$ cat config.mk
export PLATFORM = sky130hd
export DESIGN_NAME = ahci_dma
export DESIGN_NICKNAME = d
export VERILOG_FILES = /design/src/hw/ahci_dma_pkg.sv /design/src/hw/ahci_dma.sv /design/src/hw/ahci_dma_rd_fifo.sv /design/src/hw/ahci_dma_ar.sv /design/src/hw/ahci_dma_ctl.sv /design/src/hw/ahci_dma_cfg.sv
export SDC_FILE = /design/constraint.sdc
export NUM_CORES = 2
export LEC_CHECK = 0
export BUFFER_PORTS_ARGS = -buffer_cell sky130_fd_sc_hd__clkbuf_2
export CAP_MARGIN = 25
export CORE_MARGIN = 4
export CORE_UTILIZATION = 60
export CTS_BUF_LIST = sky130_fd_sc_hd__clkbuf_16
export CTS_CLUSTER_DIAMETER = 100
export CTS_CLUSTER_SIZE = 10
export DETAILED_ROUTE_END_ITERATION = 8
export HOLD_SLACK_MARGIN = 0.12
export PLACE_DENSITY = 0.73
export SYNTH_ARGS = -nofsm -noshare
export SYNTH_HDL_FRONTEND = slang
export SYNTH_HIERARCHICAL = 1
export SYNTH_SLANG_ARGS = --single-unit
export TNS_END_PERCENT = 10
$ cat constraint.sdc
create_clock -name hclk -period 11.5 [get_ports hclk]
set_input_delay 0.575 -clock hclk [delete_from_list [all_inputs] [get_ports hclk]]
set_output_delay 0.575 -clock hclk [all_outputs]
set_load 0.05 [all_outputs]
$ cat src/hw/ahci_dma_pkg.sv
// AHCI read DMA shared definitions
// widths, PRD field positions, burst constants and FSM encodings
package ahci_dma_pkg;

    typedef logic [31:0] addr_t;       // system memory byte address
    typedef logic [63:0] qword_t;      // AXI data beat
    typedef logic [31:0] dword_t;      // host side word
    typedef logic [4:0]  ct_index_t;   // command table dword index
    typedef logic [15:0] prd_count_t;  // number of PRD entries
    typedef logic [18:0] qw_count_t;   // qwords in one PRD
    typedef logic [3:0]  burst_len_t;  // AXI len, beats minus one
    typedef logic [3:0]  cache_t;      // AXI cache mode
    typedef logic [5:0]  axi_id_t;

    localparam burst_len_t CT_BURST_LEN  = 4'd15;   // 16 qwords, 128 bytes
    localparam burst_len_t PRD_BURST_LEN = 4'd1;    // one 16-byte entry
    localparam burst_len_t MAX_BURST_LEN = 4'd15;
    localparam addr_t      PRDT_OFFSET   = 32'h80;
    localparam cache_t     CACHE_DEFAULT = 4'h3;

    localparam axi_id_t    ID_CT   = 6'd0;
    localparam axi_id_t    ID_PRD  = 6'd1;
    localparam axi_id_t    ID_DATA = 6'd2;

    localparam int         FIFO_QWORDS = 32;
    localparam int         PRD_IRQ_BIT = 31;        // in PRD dword 3
    localparam int         PRD_DBC_MSB = 21;        // byte count minus one

    typedef enum logic [2:0] {
        st_idle, st_ct, st_prd, st_data, st_drain
    } dma_state_t;

    // request class from the sequencer to the address generator
    typedef enum logic [1:0] {
        kind_ct, kind_prd, kind_data
    } req_kind_t;

endpackage
$ cat src/hw/ahci_dma.sv
// AHCI read DMA engine top
// command table, PRD and data fetch over one 64-bit AXI read channel
`timescale 1ns/100ps

module ahci_dma
    import ahci_dma_pkg::*;
(
    input  logic       hclk,
    input  logic       hrst,
    input  logic       cmd_start,
    input  addr_t      ctba,
    input  prd_count_t prdtl,
    input  ct_index_t  ct_addr,
    input  logic       ct_re,
    output dword_t     ct_data,
    output logic       ct_busy,
    output logic       cmd_busy,
    output logic       cmd_done,
    output logic       prd_done,
    output logic       prd_irq,
    output dword_t     sys_out,
    output logic       sys_dav,
    input  logic       sys_re,
    input  cache_t     cache_wr_data,
    input  logic       cache_we,
    output addr_t      araddr,
    output burst_len_t arlen,
    output axi_id_t    arid,
    output cache_t     arcache,
    output logic [2:0] arsize,
    output logic [1:0] arburst,
    output logic       arvalid,
    input  logic       arready,
    input  qword_t     rdata,
    input  logic       rvalid,
    input  logic       rlast,
    input  axi_id_t    rid,
    output logic       rready
);

    logic       req_valid;
    req_kind_t  req_kind;
    addr_t      req_addr;
    qw_count_t  req_qwords;
    logic       req_ready;
    logic       space_ok;
    cache_t     arcache_cfg;
    logic       data_burst_go;
    burst_len_t data_burst_len;
    logic       prd_qwords_go;
    qw_count_t  prd_qwords;
    logic       prd_last;
    logic       prd_drained;
    logic       cmd_drained;
    logic       data_beat;
    logic       ctl_beat;

    assign rready    = 1'b1;       // data space reserved before each AR
    assign arsize    = 3'd3;       // 8-byte beats
    assign arburst   = 2'b01;      // INCR
    assign data_beat = rvalid && rready && (rid == ID_DATA);
    assign ctl_beat  = rvalid && rready && (rid != ID_DATA);

    ahci_dma_cfg ahci_dma_cfg_i (.*, .arcache(arcache_cfg));

    ahci_dma_ctl ahci_dma_ctl_i (.*);

    ahci_dma_ar ahci_dma_ar_i (.*);

    ahci_dma_rd_fifo ahci_dma_rd_fifo_i (.*);

endmodule

$ cat src/hw/ahci_dma_rd_fifo.sv
// AHCI DMA read data FIFO
// qword store with per-burst space reservation, dword output low half first,
// and drain reports per PRD and per command
`timescale 1ns/100ps

module ahci_dma_rd_fifo
    import ahci_dma_pkg::*;
(
    input  logic       hclk,
    input  logic       hrst,
    input  qword_t     rdata,
    input  logic       data_beat,
    input  logic       data_burst_go,
    input  burst_len_t data_burst_len,
    output logic       space_ok,
    input  logic       prd_qwords_go,
    input  qw_count_t  prd_qwords,
    input  logic       prd_last,
    output dword_t     sys_out,
    output logic       sys_dav,
    input  logic       sys_re,
    output logic       prd_drained,
    output logic       cmd_drained
);

    qword_t      mem [FIFO_QWORDS];
    logic [4:0]  wr_ptr;
    logic [4:0]  rd_ptr;
    logic        rd_half;       // high dword is next
    logic [5:0]  fill;          // qwords stored
    logic [5:0]  resv;          // qwords stored or still expected
    logic [19:0] dw_left;       // dwords of the current PRD not yet popped
    logic        last_prd;
    logic        pop;
    logic        qw_pop;

    assign sys_dav  = (fill != '0);
    assign pop      = sys_re && sys_dav;
    assign qw_pop   = pop && rd_half;                   // qword fully read
    assign sys_out  = rd_half ? mem[rd_ptr][63:32] : mem[rd_ptr][31:0];
    assign space_ok = (resv <= 6'(FIFO_QWORDS - MAX_BURST_LEN - 1));

    assign prd_drained = pop && (dw_left == 20'd1);
    assign cmd_drained = prd_drained && last_prd;

    always_ff @(posedge hclk) begin
        if (data_beat) begin
            mem[wr_ptr] <= rdata;
        end
        if (prd_qwords_go) begin
            last_prd <= prd_last;
        end
    end

    always_ff @(posedge hclk) begin
        if (hrst) begin
            wr_ptr  <= '0;
            rd_ptr  <= '0;
            rd_half <= 1'b0;
            fill    <= '0;
            resv    <= '0;
            dw_left <= '0;
        end else begin
            if (data_beat) begin
                wr_ptr <= wr_ptr + 5'd1;
            end
            if (pop) begin
                rd_half <= !rd_half;
            end
            if (qw_pop) begin
                rd_ptr <= rd_ptr + 5'd1;
            end
            fill <= fill + {5'd0, data_beat} - {5'd0, qw_pop};
            resv <= resv + (data_burst_go ? {2'd0, data_burst_len} + 6'd1 : 6'd0)
                         - {5'd0, qw_pop};
            if (prd_qwords_go) begin
                dw_left <= {prd_qwords, 1'b0};          // two dwords per qword
            end else if (pop) begin
                dw_left <= dw_left - 20'd1;
            end
        end
    end

endmodule

$ cat src/hw/ahci_dma_ar.sv
// AHCI DMA read address generator
// turns CT, PRD and data requests into AXI AR bursts, one outstanding,
// data split at 16 qwords and issued only while the FIFO has room
`timescale 1ns/100ps

module ahci_dma_ar
    import ahci_dma_pkg::*;
(
    input  logic       hclk,
    input  logic       hrst,
    input  logic       req_valid,
    input  req_kind_t  req_kind,
    input  addr_t      req_addr,
    input  qw_count_t  req_qwords,
    output logic       req_ready,
    input  logic       space_ok,        // room for a full data burst
    input  cache_t     arcache_cfg,
    output addr_t      araddr,
    output burst_len_t arlen,
    output axi_id_t    arid,
    output cache_t     arcache,
    output logic       arvalid,
    input  logic       arready,
    input  logic       rvalid,
    input  logic       rready,
    input  logic       rlast,
    output logic       data_burst_go,
    output burst_len_t data_burst_len
);

    req_kind_t kind;
    addr_t     cur_addr;
    qw_count_t left;            // data qwords not yet requested
    logic      busy;            // request held, bursts still to issue
    logic      outstanding;     // AR sent, rlast not seen yet
    logic      last_burst;
    logic      issue;
    logic      ar_take;

    assign req_ready  = !busy;
    assign last_burst = (kind != kind_data) || (left <= 19'd16);
    assign issue      = busy && !arvalid && !outstanding &&
                        (kind != kind_data || space_ok);
    assign ar_take    = arvalid && arready;

    // FIFO reserves space when a data burst is accepted
    assign data_burst_go  = ar_take && (arid == ID_DATA);
    assign data_burst_len = arlen;

    always_ff @(posedge hclk) begin
        if (hrst) begin
            busy        <= 1'b0;
            outstanding <= 1'b0;
            arvalid     <= 1'b0;
            arcache     <= CACHE_DEFAULT;
        end else begin
            if (req_valid && req_ready) begin
                busy <= 1'b1;
            end else if (ar_take && last_burst) begin
                busy <= 1'b0;
            end
            if (issue) begin
                arvalid <= 1'b1;
                arcache <= arcache_cfg;                 // cache mode per request
            end else if (ar_take) begin
                arvalid <= 1'b0;                        // held until arready
            end
            if (ar_take) begin
                outstanding <= 1'b1;
            end else if (rvalid && rready && rlast) begin
                outstanding <= 1'b0;
            end
        end
    end

    always_ff @(posedge hclk) begin
        if (req_valid && req_ready) begin
            kind     <= req_kind;
            cur_addr <= req_addr;
            left     <= req_qwords;
        end else if (ar_take) begin
            cur_addr <= cur_addr + 32'd128;             // next 16-qword block
            left     <= left - 19'd16;
        end
        if (issue) begin
            araddr <= cur_addr;
            case (kind)
                kind_ct: begin
                    arlen <= CT_BURST_LEN;
                    arid  <= ID_CT;
                end
                kind_prd: begin
                    arlen <= PRD_BURST_LEN;
                    arid  <= ID_PRD;
                end
                default: begin
                    // short tail burst, left is 1..16 here
                    arlen <= last_burst ? left[3:0] - 4'd1 : MAX_BURST_LEN;
                    arid  <= ID_DATA;
                end
            endcase
        end
    end

endmodule

$ cat src/hw/ahci_dma_ctl.sv
// AHCI DMA command sequencer
// fetches the command table into a dword store, walks the PRD table,
// decodes each entry and hands the data region to the AR generator and FIFO
`timescale 1ns/100ps

module ahci_dma_ctl
    import ahci_dma_pkg::*;
(
    input  logic       hclk,
    input  logic       hrst,
    input  logic       cmd_start,
    input  addr_t      ctba,          // low 7 bits ignored
    input  prd_count_t prdtl,
    input  ct_index_t  ct_addr,
    input  logic       ct_re,
    output dword_t     ct_data,
    output logic       ct_busy,
    output logic       cmd_busy,
    output logic       cmd_done,
    output logic       prd_done,
    output logic       prd_irq,
    output logic       req_valid,
    output req_kind_t  req_kind,
    output addr_t      req_addr,
    output qw_count_t  req_qwords,
    input  logic       req_ready,
    input  qword_t     rdata,
    input  logic       ctl_beat,      // R beat with a CT or PRD id
    input  logic       rlast,
    output logic       prd_qwords_go,
    output qw_count_t  prd_qwords,
    output logic       prd_last,
    input  logic       prd_drained,
    input  logic       cmd_drained
);

    dma_state_t state;
    dword_t     ct_mem [32];
    addr_t      ct_base;       // 128-byte aligned table base
    addr_t      prd_addr;      // next PRD entry
    addr_t      data_addr;     // region of current PRD
    qw_count_t  xfer_qwords;
    logic       xfer_irq;      // current PRD asks for an interrupt
    prd_count_t prds_left;     // entries not yet fetched
    logic [3:0] beat_idx;      // beat within the current CT/PRD burst
    logic       ct_done_r;
    logic       req_take;
    logic       ctl_last;
    logic       done_w;

    assign req_take = req_valid && req_ready;
    assign ctl_last = ctl_beat && rlast;
    // last PRD drained, or no PRDs at all
    assign done_w   = cmd_drained || (ct_done_r && prds_left == '0);

    always_comb begin
        req_kind = kind_data;
        req_addr = data_addr;
        if (state == st_ct) begin
            req_kind = kind_ct;
            req_addr = ct_base;
        end else if (state == st_prd) begin
            req_kind = kind_prd;
            req_addr = prd_addr;
        end
    end

    assign req_qwords    = xfer_qwords;     // ignored for CT and PRD
    assign prd_qwords    = xfer_qwords;
    assign prd_qwords_go = (state == st_data) && req_take;
    assign prd_last      = (prds_left == '0);   // already decremented

    // command table store and PRD fields
    always_ff @(posedge hclk) begin
        if (ct_re) begin
            ct_data <= ct_mem[ct_addr];
        end
        if (ctl_beat && state == st_ct) begin
            ct_mem[{beat_idx, 1'b0}] <= rdata[31:0];    // low dword first
            ct_mem[{beat_idx, 1'b1}] <= rdata[63:32];
        end
        if (ctl_beat && state == st_prd) begin
            if (!beat_idx[0]) begin
                data_addr <= {rdata[31:3], 3'b000};     // qword aligned
            end else begin
                xfer_qwords <= rdata[32 + PRD_DBC_MSB : 35] + 19'd1;
                xfer_irq    <= rdata[32 + PRD_IRQ_BIT];
            end
        end
        if (state == st_idle && cmd_start) begin
            ct_base  <= {ctba[31:7], 7'd0};
            prd_addr <= {ctba[31:7], 7'd0} + PRDT_OFFSET;
        end else if (state == st_prd && ctl_last) begin
            prd_addr <= prd_addr + 32'd16;              // 16-byte entries
        end
    end

    always_ff @(posedge hclk) begin
        if (hrst) begin
            state     <= st_idle;
            req_valid <= 1'b0;
            ct_busy   <= 1'b0;
            cmd_busy  <= 1'b0;
            cmd_done  <= 1'b0;
            prd_done  <= 1'b0;
            prd_irq   <= 1'b0;
            ct_done_r <= 1'b0;
            beat_idx  <= '0;
            prds_left <= '0;
        end else begin
            prd_done  <= prd_drained;
            prd_irq   <= prd_drained && xfer_irq;
            cmd_done  <= done_w;
            ct_done_r <= 1'b0;
            if (req_take) begin
                req_valid <= 1'b0;
                beat_idx  <= '0;
            end else if (ctl_beat) begin
                beat_idx <= beat_idx + 4'd1;
            end
            if (done_w) begin
                cmd_busy <= 1'b0;                       // falls with cmd_done
            end
            case (state)
                st_idle: begin
                    if (cmd_start) begin
                        state     <= st_ct;
                        req_valid <= 1'b1;
                        ct_busy   <= 1'b1;
                        cmd_busy  <= 1'b1;
                        prds_left <= prdtl;
                    end
                end
                st_ct: begin
                    if (ctl_last) begin
                        ct_busy   <= 1'b0;
                        ct_done_r <= 1'b1;
                        if (prds_left == '0) begin
                            state <= st_drain;          // only cmd_done left
                        end else begin
                            state     <= st_prd;
                            req_valid <= 1'b1;
                        end
                    end
                end
                st_prd: begin
                    if (ctl_last) begin
                        state     <= st_data;
                        req_valid <= 1'b1;
                        prds_left <= prds_left - 16'd1;
                    end
                end
                st_data: begin
                    if (req_take) begin
                        state <= st_drain;
                    end
                end
                st_drain: begin
                    if (done_w) begin
                        state <= st_idle;
                    end else if (prd_drained) begin
                        state     <= st_prd;            // next entry
                        req_valid <= 1'b1;
                    end
                end
                default: state <= st_idle;
            endcase
        end
    end

endmodule

$ cat src/hw/ahci_dma_cfg.sv
// AHCI DMA configuration register
// holds the AXI read cache mode
`timescale 1ns/100ps

module ahci_dma_cfg
    import ahci_dma_pkg::*;
(
    input  logic   hclk,
    input  logic   hrst,
    input  cache_t cache_wr_data,
    input  logic   cache_we,
    output cache_t arcache        // sampled by the AR generator per request
);

    always_ff @(posedge hclk) begin
        if (hrst) begin
            arcache <= CACHE_DEFAULT;
        end else if (cache_we) begin
            arcache <= cache_wr_data;
        end
    end

endmodule

After elaboration in Yosys (flattened, before gate mapping)

Memory sizes are Yosys's and may differ from the RTL's. A register that Yosys moved wholly into a read port is not among the register bits.
Cells that the tools add are included.

Eq/ne operators: 15
Reduce and logical (&&, ||, !) cells: 49
Bitwise logic cells: 2
Add/subtract/negate cells: 16
Mux-type cells: 54
$lt $le $gt $ge: 2

Operators with widths:

| operator              | count |
|---|---|
| $mux 32               | 7 |
| $add 32x8->32 const B | 2 |
| $mux 20               | 2 |
| $mux 19               | 2 |
| $add 32x5->32 const B | 1 |
| $mux 16               | 2 |
| $pmux 16 s2           | 1 |
| $mux 1                | 23 |
| $logic_and 1x1->1     | 22 |
| $mux 3                | 7 |
| $eq 20x1->1 const B   | 1 |
| $sub 20x1->20 const B | 1 |
| $add 19x1->19 const B | 1 |
| $le 19x5->1 const B   | 1 |
| $sub 19x5->19 const B | 1 |
| $logic_not 16->1      | 1 |
| $reduce_bool 2->1     | 8 |
| $sub 16x1->16 const B | 1 |
| $pmux 3 s5            | 1 |
| $eq 6x2->1 const B    | 2 |
| $sub 6x1->6           | 2 |
| $add 5x1->5 const B   | 2 |
| $mux 5                | 2 |
| $pmux 4 s2            | 1 |
| other kinds (30)      | 44 |

RAM bits: 3,072
Bits in registers: 286
Memories kept: 2
Bits of input ports: 136

Memory list:

| name                   | depth | width | read ports | clocked after Yosys merged registers in | wr ports | line                   | source |
|---|---|---|---|---|---|---|---|
| ahci_dma_rd_fifo_i.mem | 32    | 64    | 1          | 1                                       | 1        | ahci_dma_rd_fifo.sv:26 | `qword_t mem [FIFO_QWORDS];` |
| ahci_dma_ctl_i.ct_mem  | 32    | 32    | 1          | 1                                       | 2        | ahci_dma_ctl.sv:38     | `dword_t ct_mem [32];` |

Logic depth before layout (Yosys ltp)

Depth after elaboration: 8
Gate-level depth with buffers: 16
Depth with buffers taken out: 14

By module

Netlist, hierarchy kept.

By module, submodules not included:

| module           | seq. area each (um2) | instances | area an instance (um2) | cells each |
|---|---|---|---|---|
| ahci_dma_rd_fifo | 62,489.9             | 1         | 79,895.4               | 3,605 |
| ahci_dma_ctl     | 35,373.9             | 1         | 45,956.6               | 2,254 |
| ahci_dma_ar      | 2,872.8              | 1         | 4,461.8                | 374 |
| ahci_dma_cfg     | 80.1                 | 1         | 137.6                  | 12 |
| ahci_dma         | 0.0                  | 1         | 87.6                   | 13 |

Least setup slack after synthesis

OpenSTA, ideal clock, no wires.

Kind: in2reg
Start: input port rid[5]
End: memory ahci_dma_rd_fifo_i/mem[3][0] (netlist name) (enable)
Cell stages on the path: 5
Arrival: 7,606 ps
Required time: 10,856 ps
Setup slack: 3,250 ps
Path buffers: 1
Cell sequence: nor4_2 and4_1 clkbuf_1 nand2_1 nor4_1

Cells in the longest elaborated chain, start to end: 4

Ends and longest elaborated chain:

| item                         | line                   | source |
|---|---|---|
| start, declared              | ahci_dma.sv:37         | `input axi_id_t rid,` |
| $eq 6x2->1                   | ahci_dma.sv:61         | `assign data_beat = rvalid && rready && (rid == ID_DATA);` |
| $logic_and 1x1->1            | ahci_dma.sv:61         |  |
| net data_beat                | ahci_dma.sv:55         | `logic data_beat;` |
| $mux 1                       | ahci_dma_rd_fifo.sv:47 | `if (data_beat) begin` |
| $mux 1 (implied by the code) | ahci_dma_rd_fifo.sv:48 | `mem[wr_ptr] <= rdata;` |
| end, declared                | ahci_dma_rd_fifo.sv:26 |  |

The timed path passes the listed nets, and every way through them passes these cells.

==> parameters.txt <==
Parameter                              Value

Critical path
  Worst setup EP type ... primary output
  Data arrival, critical path ... between 5 and 6 ns
  Largest delay share family, worst path ... buffers and inverters
  Critical path's slowest cell ... sky130_fd_sc_hd__buf_4
  Maximum fanout along the worst path ... 65
  Crit path cell chain ... buf_4 > buf_4 > buf_4 > mux4_2 > o221ai_1 > o22ai_1 > and3_1 > clkbuf_2
  Start-to-end type of the worst setup path ... reg2out
  Data required time of the critical path ... 10.93 ns
  Type of origin of the critical path ... flip-flop
  Number of buffers and inverters on the critical path ... 4
  Cell repeated most along the worst path ... sky130_fd_sc_hd__buf_4
  Maximum single-stage delay on the critical path ... 0.90 ns

CTS
  TritonCTS clock tree ... yes
  Htree depth ... 5
  Longest Clk Path Bufs ... 4
  Count of clock tree sinks ... roughly 3.4k
  Num CTS Buffers ... 388
  Clock latency on the worst-skew pair ... 0.97 ns
  Clock Tree Root ... sky130_fd_sc_hd__clkbuf_16
  Clock slew seen by the registers of the worst setup and hold paths ... 0.06 ns
  Buffers inserted by post-CTS timing repair ... 0

Timing
  Pins Over Slew Limit ... 0
  Worst-case clock skew ... between 0.05 and 0.06 ns
  Unrepaired setup endpoints after global routing ... false
  Maximum operating frequency ... roughly 0.15 GHz
  Worst Slack Setup Final ... 4.97 ns
  Worst-Margin Slew ... around 1.1 ns
  Final-report hold violation count ... 0
  Time the worst path needs with I/O delays and setup ... 6.53 ns
  Slew headroom ... 0.260
  Share of the cycle needed by the critical path after routing ... 0.568
  Final setup violation count ... 0
  Final total negative setup slack ... 0 ns

Detailed routing
  Drc violations ... 0
  Vias per cell ... 7.04
  Number of design-rule violations left by the first detailed-router iteration ... 11.0k
  DRT Pass-1 Iters ... 6
  Top Metal Used ... met5
  WL final ... 346 mm
  Total via count in the routed design ... between 60k and 70k
  Mean routed wirelength per cell ... 35.5 µm
  Detailed-routed wire length on met2 ... between 150 and 200 mm
  Number of antenna-violating nets in the routed design ... 0
  Metal-1 WL ... 124 mm
  Met3 routed WL ... 44.4 mm

Logic synthesis
  Library cell with the highest instance count after synthesis ... sky130_fd_sc_hd__edfxtp_1
  Number of synthesized register bits ... 3,387
  Unique cell type count in the Yosys netlist ... 82
  Area share of the leading cell type in the synthesized netlist ... 0.759
  Sequential area share after synthesis ... 0.772
  Number of enable flip-flop cells after synthesis ... 3,298
  Mean cell area of the mapped netlist ... 20.9 µm²
  Post-synth top flop ... sky130_fd_sc_hd__edfxtp_1
  Post-Synthesis Cells ... ~6.3k
  Dominant cell type by area after synthesis ... sky130_fd_sc_hd__edfxtp_1
  Leading post-synthesis cells by cell area ... sky130_fd_sc_hd__edfxtp_1 (76%), sky130_fd_sc_hd__mux4_2 (13%), sky130_fd_sc_hd__dfxtp_1 (1.4%)
  Post-synth top cells ... sky130_fd_sc_hd__edfxtp_1 (3,298), sky130_fd_sc_hd__mux4_2 (768), sky130_fd_sc_hd__clkbuf_1 (219), sky130_fd_sc_hd__nand2_1 (198), sky130_fd_sc_hd__o22ai_1 (193)
  Synth warnings ... 6
  Fraction of registers with async set/reset ... 0
  Syn Std Cell Area ... ~130,000 µm²

Floorplan
  Standard-cell row count ... 170
  Die area ... 225,000 µm²
  Die Width ... 474 µm
  Height of the chip ... 474 µm
  Number of top-level pins ... around 260
  Initial standard-cell utilization of the core ... 0.606
  Area of the core ... 215,000 µm²

Hold path
  Type of the most critical hold path ... in2reg

Placement
  Gp weighted congestion ... 0.841
  Worst slack, placed ... about 6 ns
  DPL Wire Length ... 182 mm
  Number of buffers inserted by port buffering ... 241

GRT
  GRT Residual Overflow ... 0
  GR Util All Layers ... 0.309
  Number of antenna violations at the first check in global routing ... 15
  Wire length of the first global-routing pass ... roughly 490 mm
  Vias in the first global route ... 69.0k
  Maximum number of pins on one net before global-route repair ... 110

Pwr
  Combinational share of power ... 0.113
  Switching share of power ... 0.239
  Psw ... 6.59 mW
  Part of the power in the clock network ... 0.380
  Static Leakage ... 45.9 nW
  Peak supply drop ... just over 0.2 mV
  Internal power ... 21.0 mW
  PwrDens ... 187 nW/µm²
  Sequential share of power ... 0.507

Run
  Max Cap Violations ... 0

Run status
  Result of the run ... complete, no violations

Finish
  Count of nets after finishing ... 7,005
  Area grow syn2layout ... 13.0%
  Proportion of layout cells with a drive suffix above 1 ... 0.254
state kept, by name (all words and copies together) (netlist names), 3 cells and up, named ones only:
register and flops:
ahci_dma_ar_i/araddr 32, ahci_dma_ar_i/arcache 4, ahci_dma_ar_i/arlen 4, ahci_dma_ar_i/cur_addr 32, ahci_dma_ar_i/left 19, ahci_dma_cfg_i/arcache 4, ahci_dma_ctl_i/beat_idx 4, ahci_dma_ctl_i/ct_base 25
ahci_dma_ctl_i/ct_data 32, ahci_dma_ctl_i/ct_mem 1024, ahci_dma_ctl_i/data_addr 29, ahci_dma_ctl_i/prd_addr 28, ahci_dma_ctl_i/prd_qwords 19, ahci_dma_ctl_i/prds_left 16, ahci_dma_ctl_i/state 3, ahci_dma_rd_fifo_i/dw_left 20
ahci_dma_rd_fifo_i/fill 6, ahci_dma_rd_fifo_i/mem 2048, ahci_dma_rd_fifo_i/rd_ptr 5, ahci_dma_rd_fifo_i/resv 6, ahci_dma_rd_fifo_i/wr_ptr 5
worst register-to-register path, delay by kind of cell (launching register included):
kind | cells | cell delay [ns]
buffers and inverters | 3 | 1.60
and+or+nand+nor | 2 | 1.04
DFF | 1 | 0.88
metrics by stage:
| stage | instance area [µm²] | hold slack [ns] | utilization | instances | total power, mW |
|---|---|---|---|---|---|
| CTS | 147000 | 0.171 | 0.680 | 9677 | 27.6 |
| global route | 148000 | 0.146 | 0.685 | 9738 | 28.4 |
| finish | 148000 | 0.145 | 0.685 | 9744 | 27.6 |
| floorplan | 131000 | 0.400 | - | 6268 | 16.3 |
| global placement | 135000 | 0.406 | 0.628 | 9139 | 17.2 |
| detailed placement | 136000 | 0.405 | 0.630 | 9160 | 17.3 |
area by class of cell:
type	instances	area, µm²
antenna	9	22.5
clock buffer	394	9860
clock inverter	63	274
fill	12700	67900
inverter	67	251
multi-input combinational	2432	28200
sequential	3387	101000
tap	2838	3550
timing repair buffer	554	4610
power by group through the flow:
stage	clock network (mW)	logic [mW]	registers (mW)
floorplan	0	2.05	14.3
global placement	0	2.97	14.2
detailed placement	0	3.05	14.2
CTS	10.5	3.09	14.0
global route	11.1	3.33	14.0
finish	10.5	3.12	14.0
final timing paths:
kind | slack [ns] | startpoint | endpoint | cells after the start
hold reg to reg | 0.42 | ahci_dma_ar_i/cur_addr[1] | ahci_dma_ar_i/araddr[1] | 0
setup / recovery | 4.97 | flip-flop | sys_out[11] | 8
hold / removal | 0.14 | rdata[56] | ahci_dma_ctl_i/ct_mem[19][24] | 1
setup reg to reg | 7.53 | ahci_dma_rd_fifo_i/wr_ptr[4] | ahci_dma_rd_fifo_i/mem[26][57] | 5
cells in the final DEF, fill, tap and decap left out, drive strengths merged, types with 7 or more instances in the layout:
master and instances:
nand3b 7, nor4 58, or4 12, and3 50, o31ai 7, o21ai 88, a211oi 48, diode 9
and2 22, mux2i 21, ha 37, dlygate4sd3 82, or3 18, o22ai 193, nand2 198, buf 234
nand3 119, dfxtp 89, clkbuf 632, a21oi 40, conb 14, xnor2 81, xor2 47, nor3 54
edfxtp 3298, nor2b 51, inv 126, nand4 93, a22oi 92, and4 12, nand2b 14, nor2 143
mux4 768, a31oi 15, o221ai 63
what timing repair did:
item / 4_1_cts / 5_1_grt
hold buffers: 60 / 22
endpoints found under the hold margin: 118 / 208
resized for setup: 0 / 0
layer usage:
layer	track usage	vias to the layer above
met5	0	-
met3	0.0805	718
met1	0.442	35700
li1	-	27200
met2	0.475	5005
met4	0.103	4
cell families after synthesis:
kind of cell	synth area share
other cells	0.000115
compound gates	0.0306
mux	0.134
xor+xnor	0.00859
fa+ha+maj	0.00385
buf+inv	0.0150
flops	0.772
simple gates	0.0352
(Power assumes the default switching activity.)
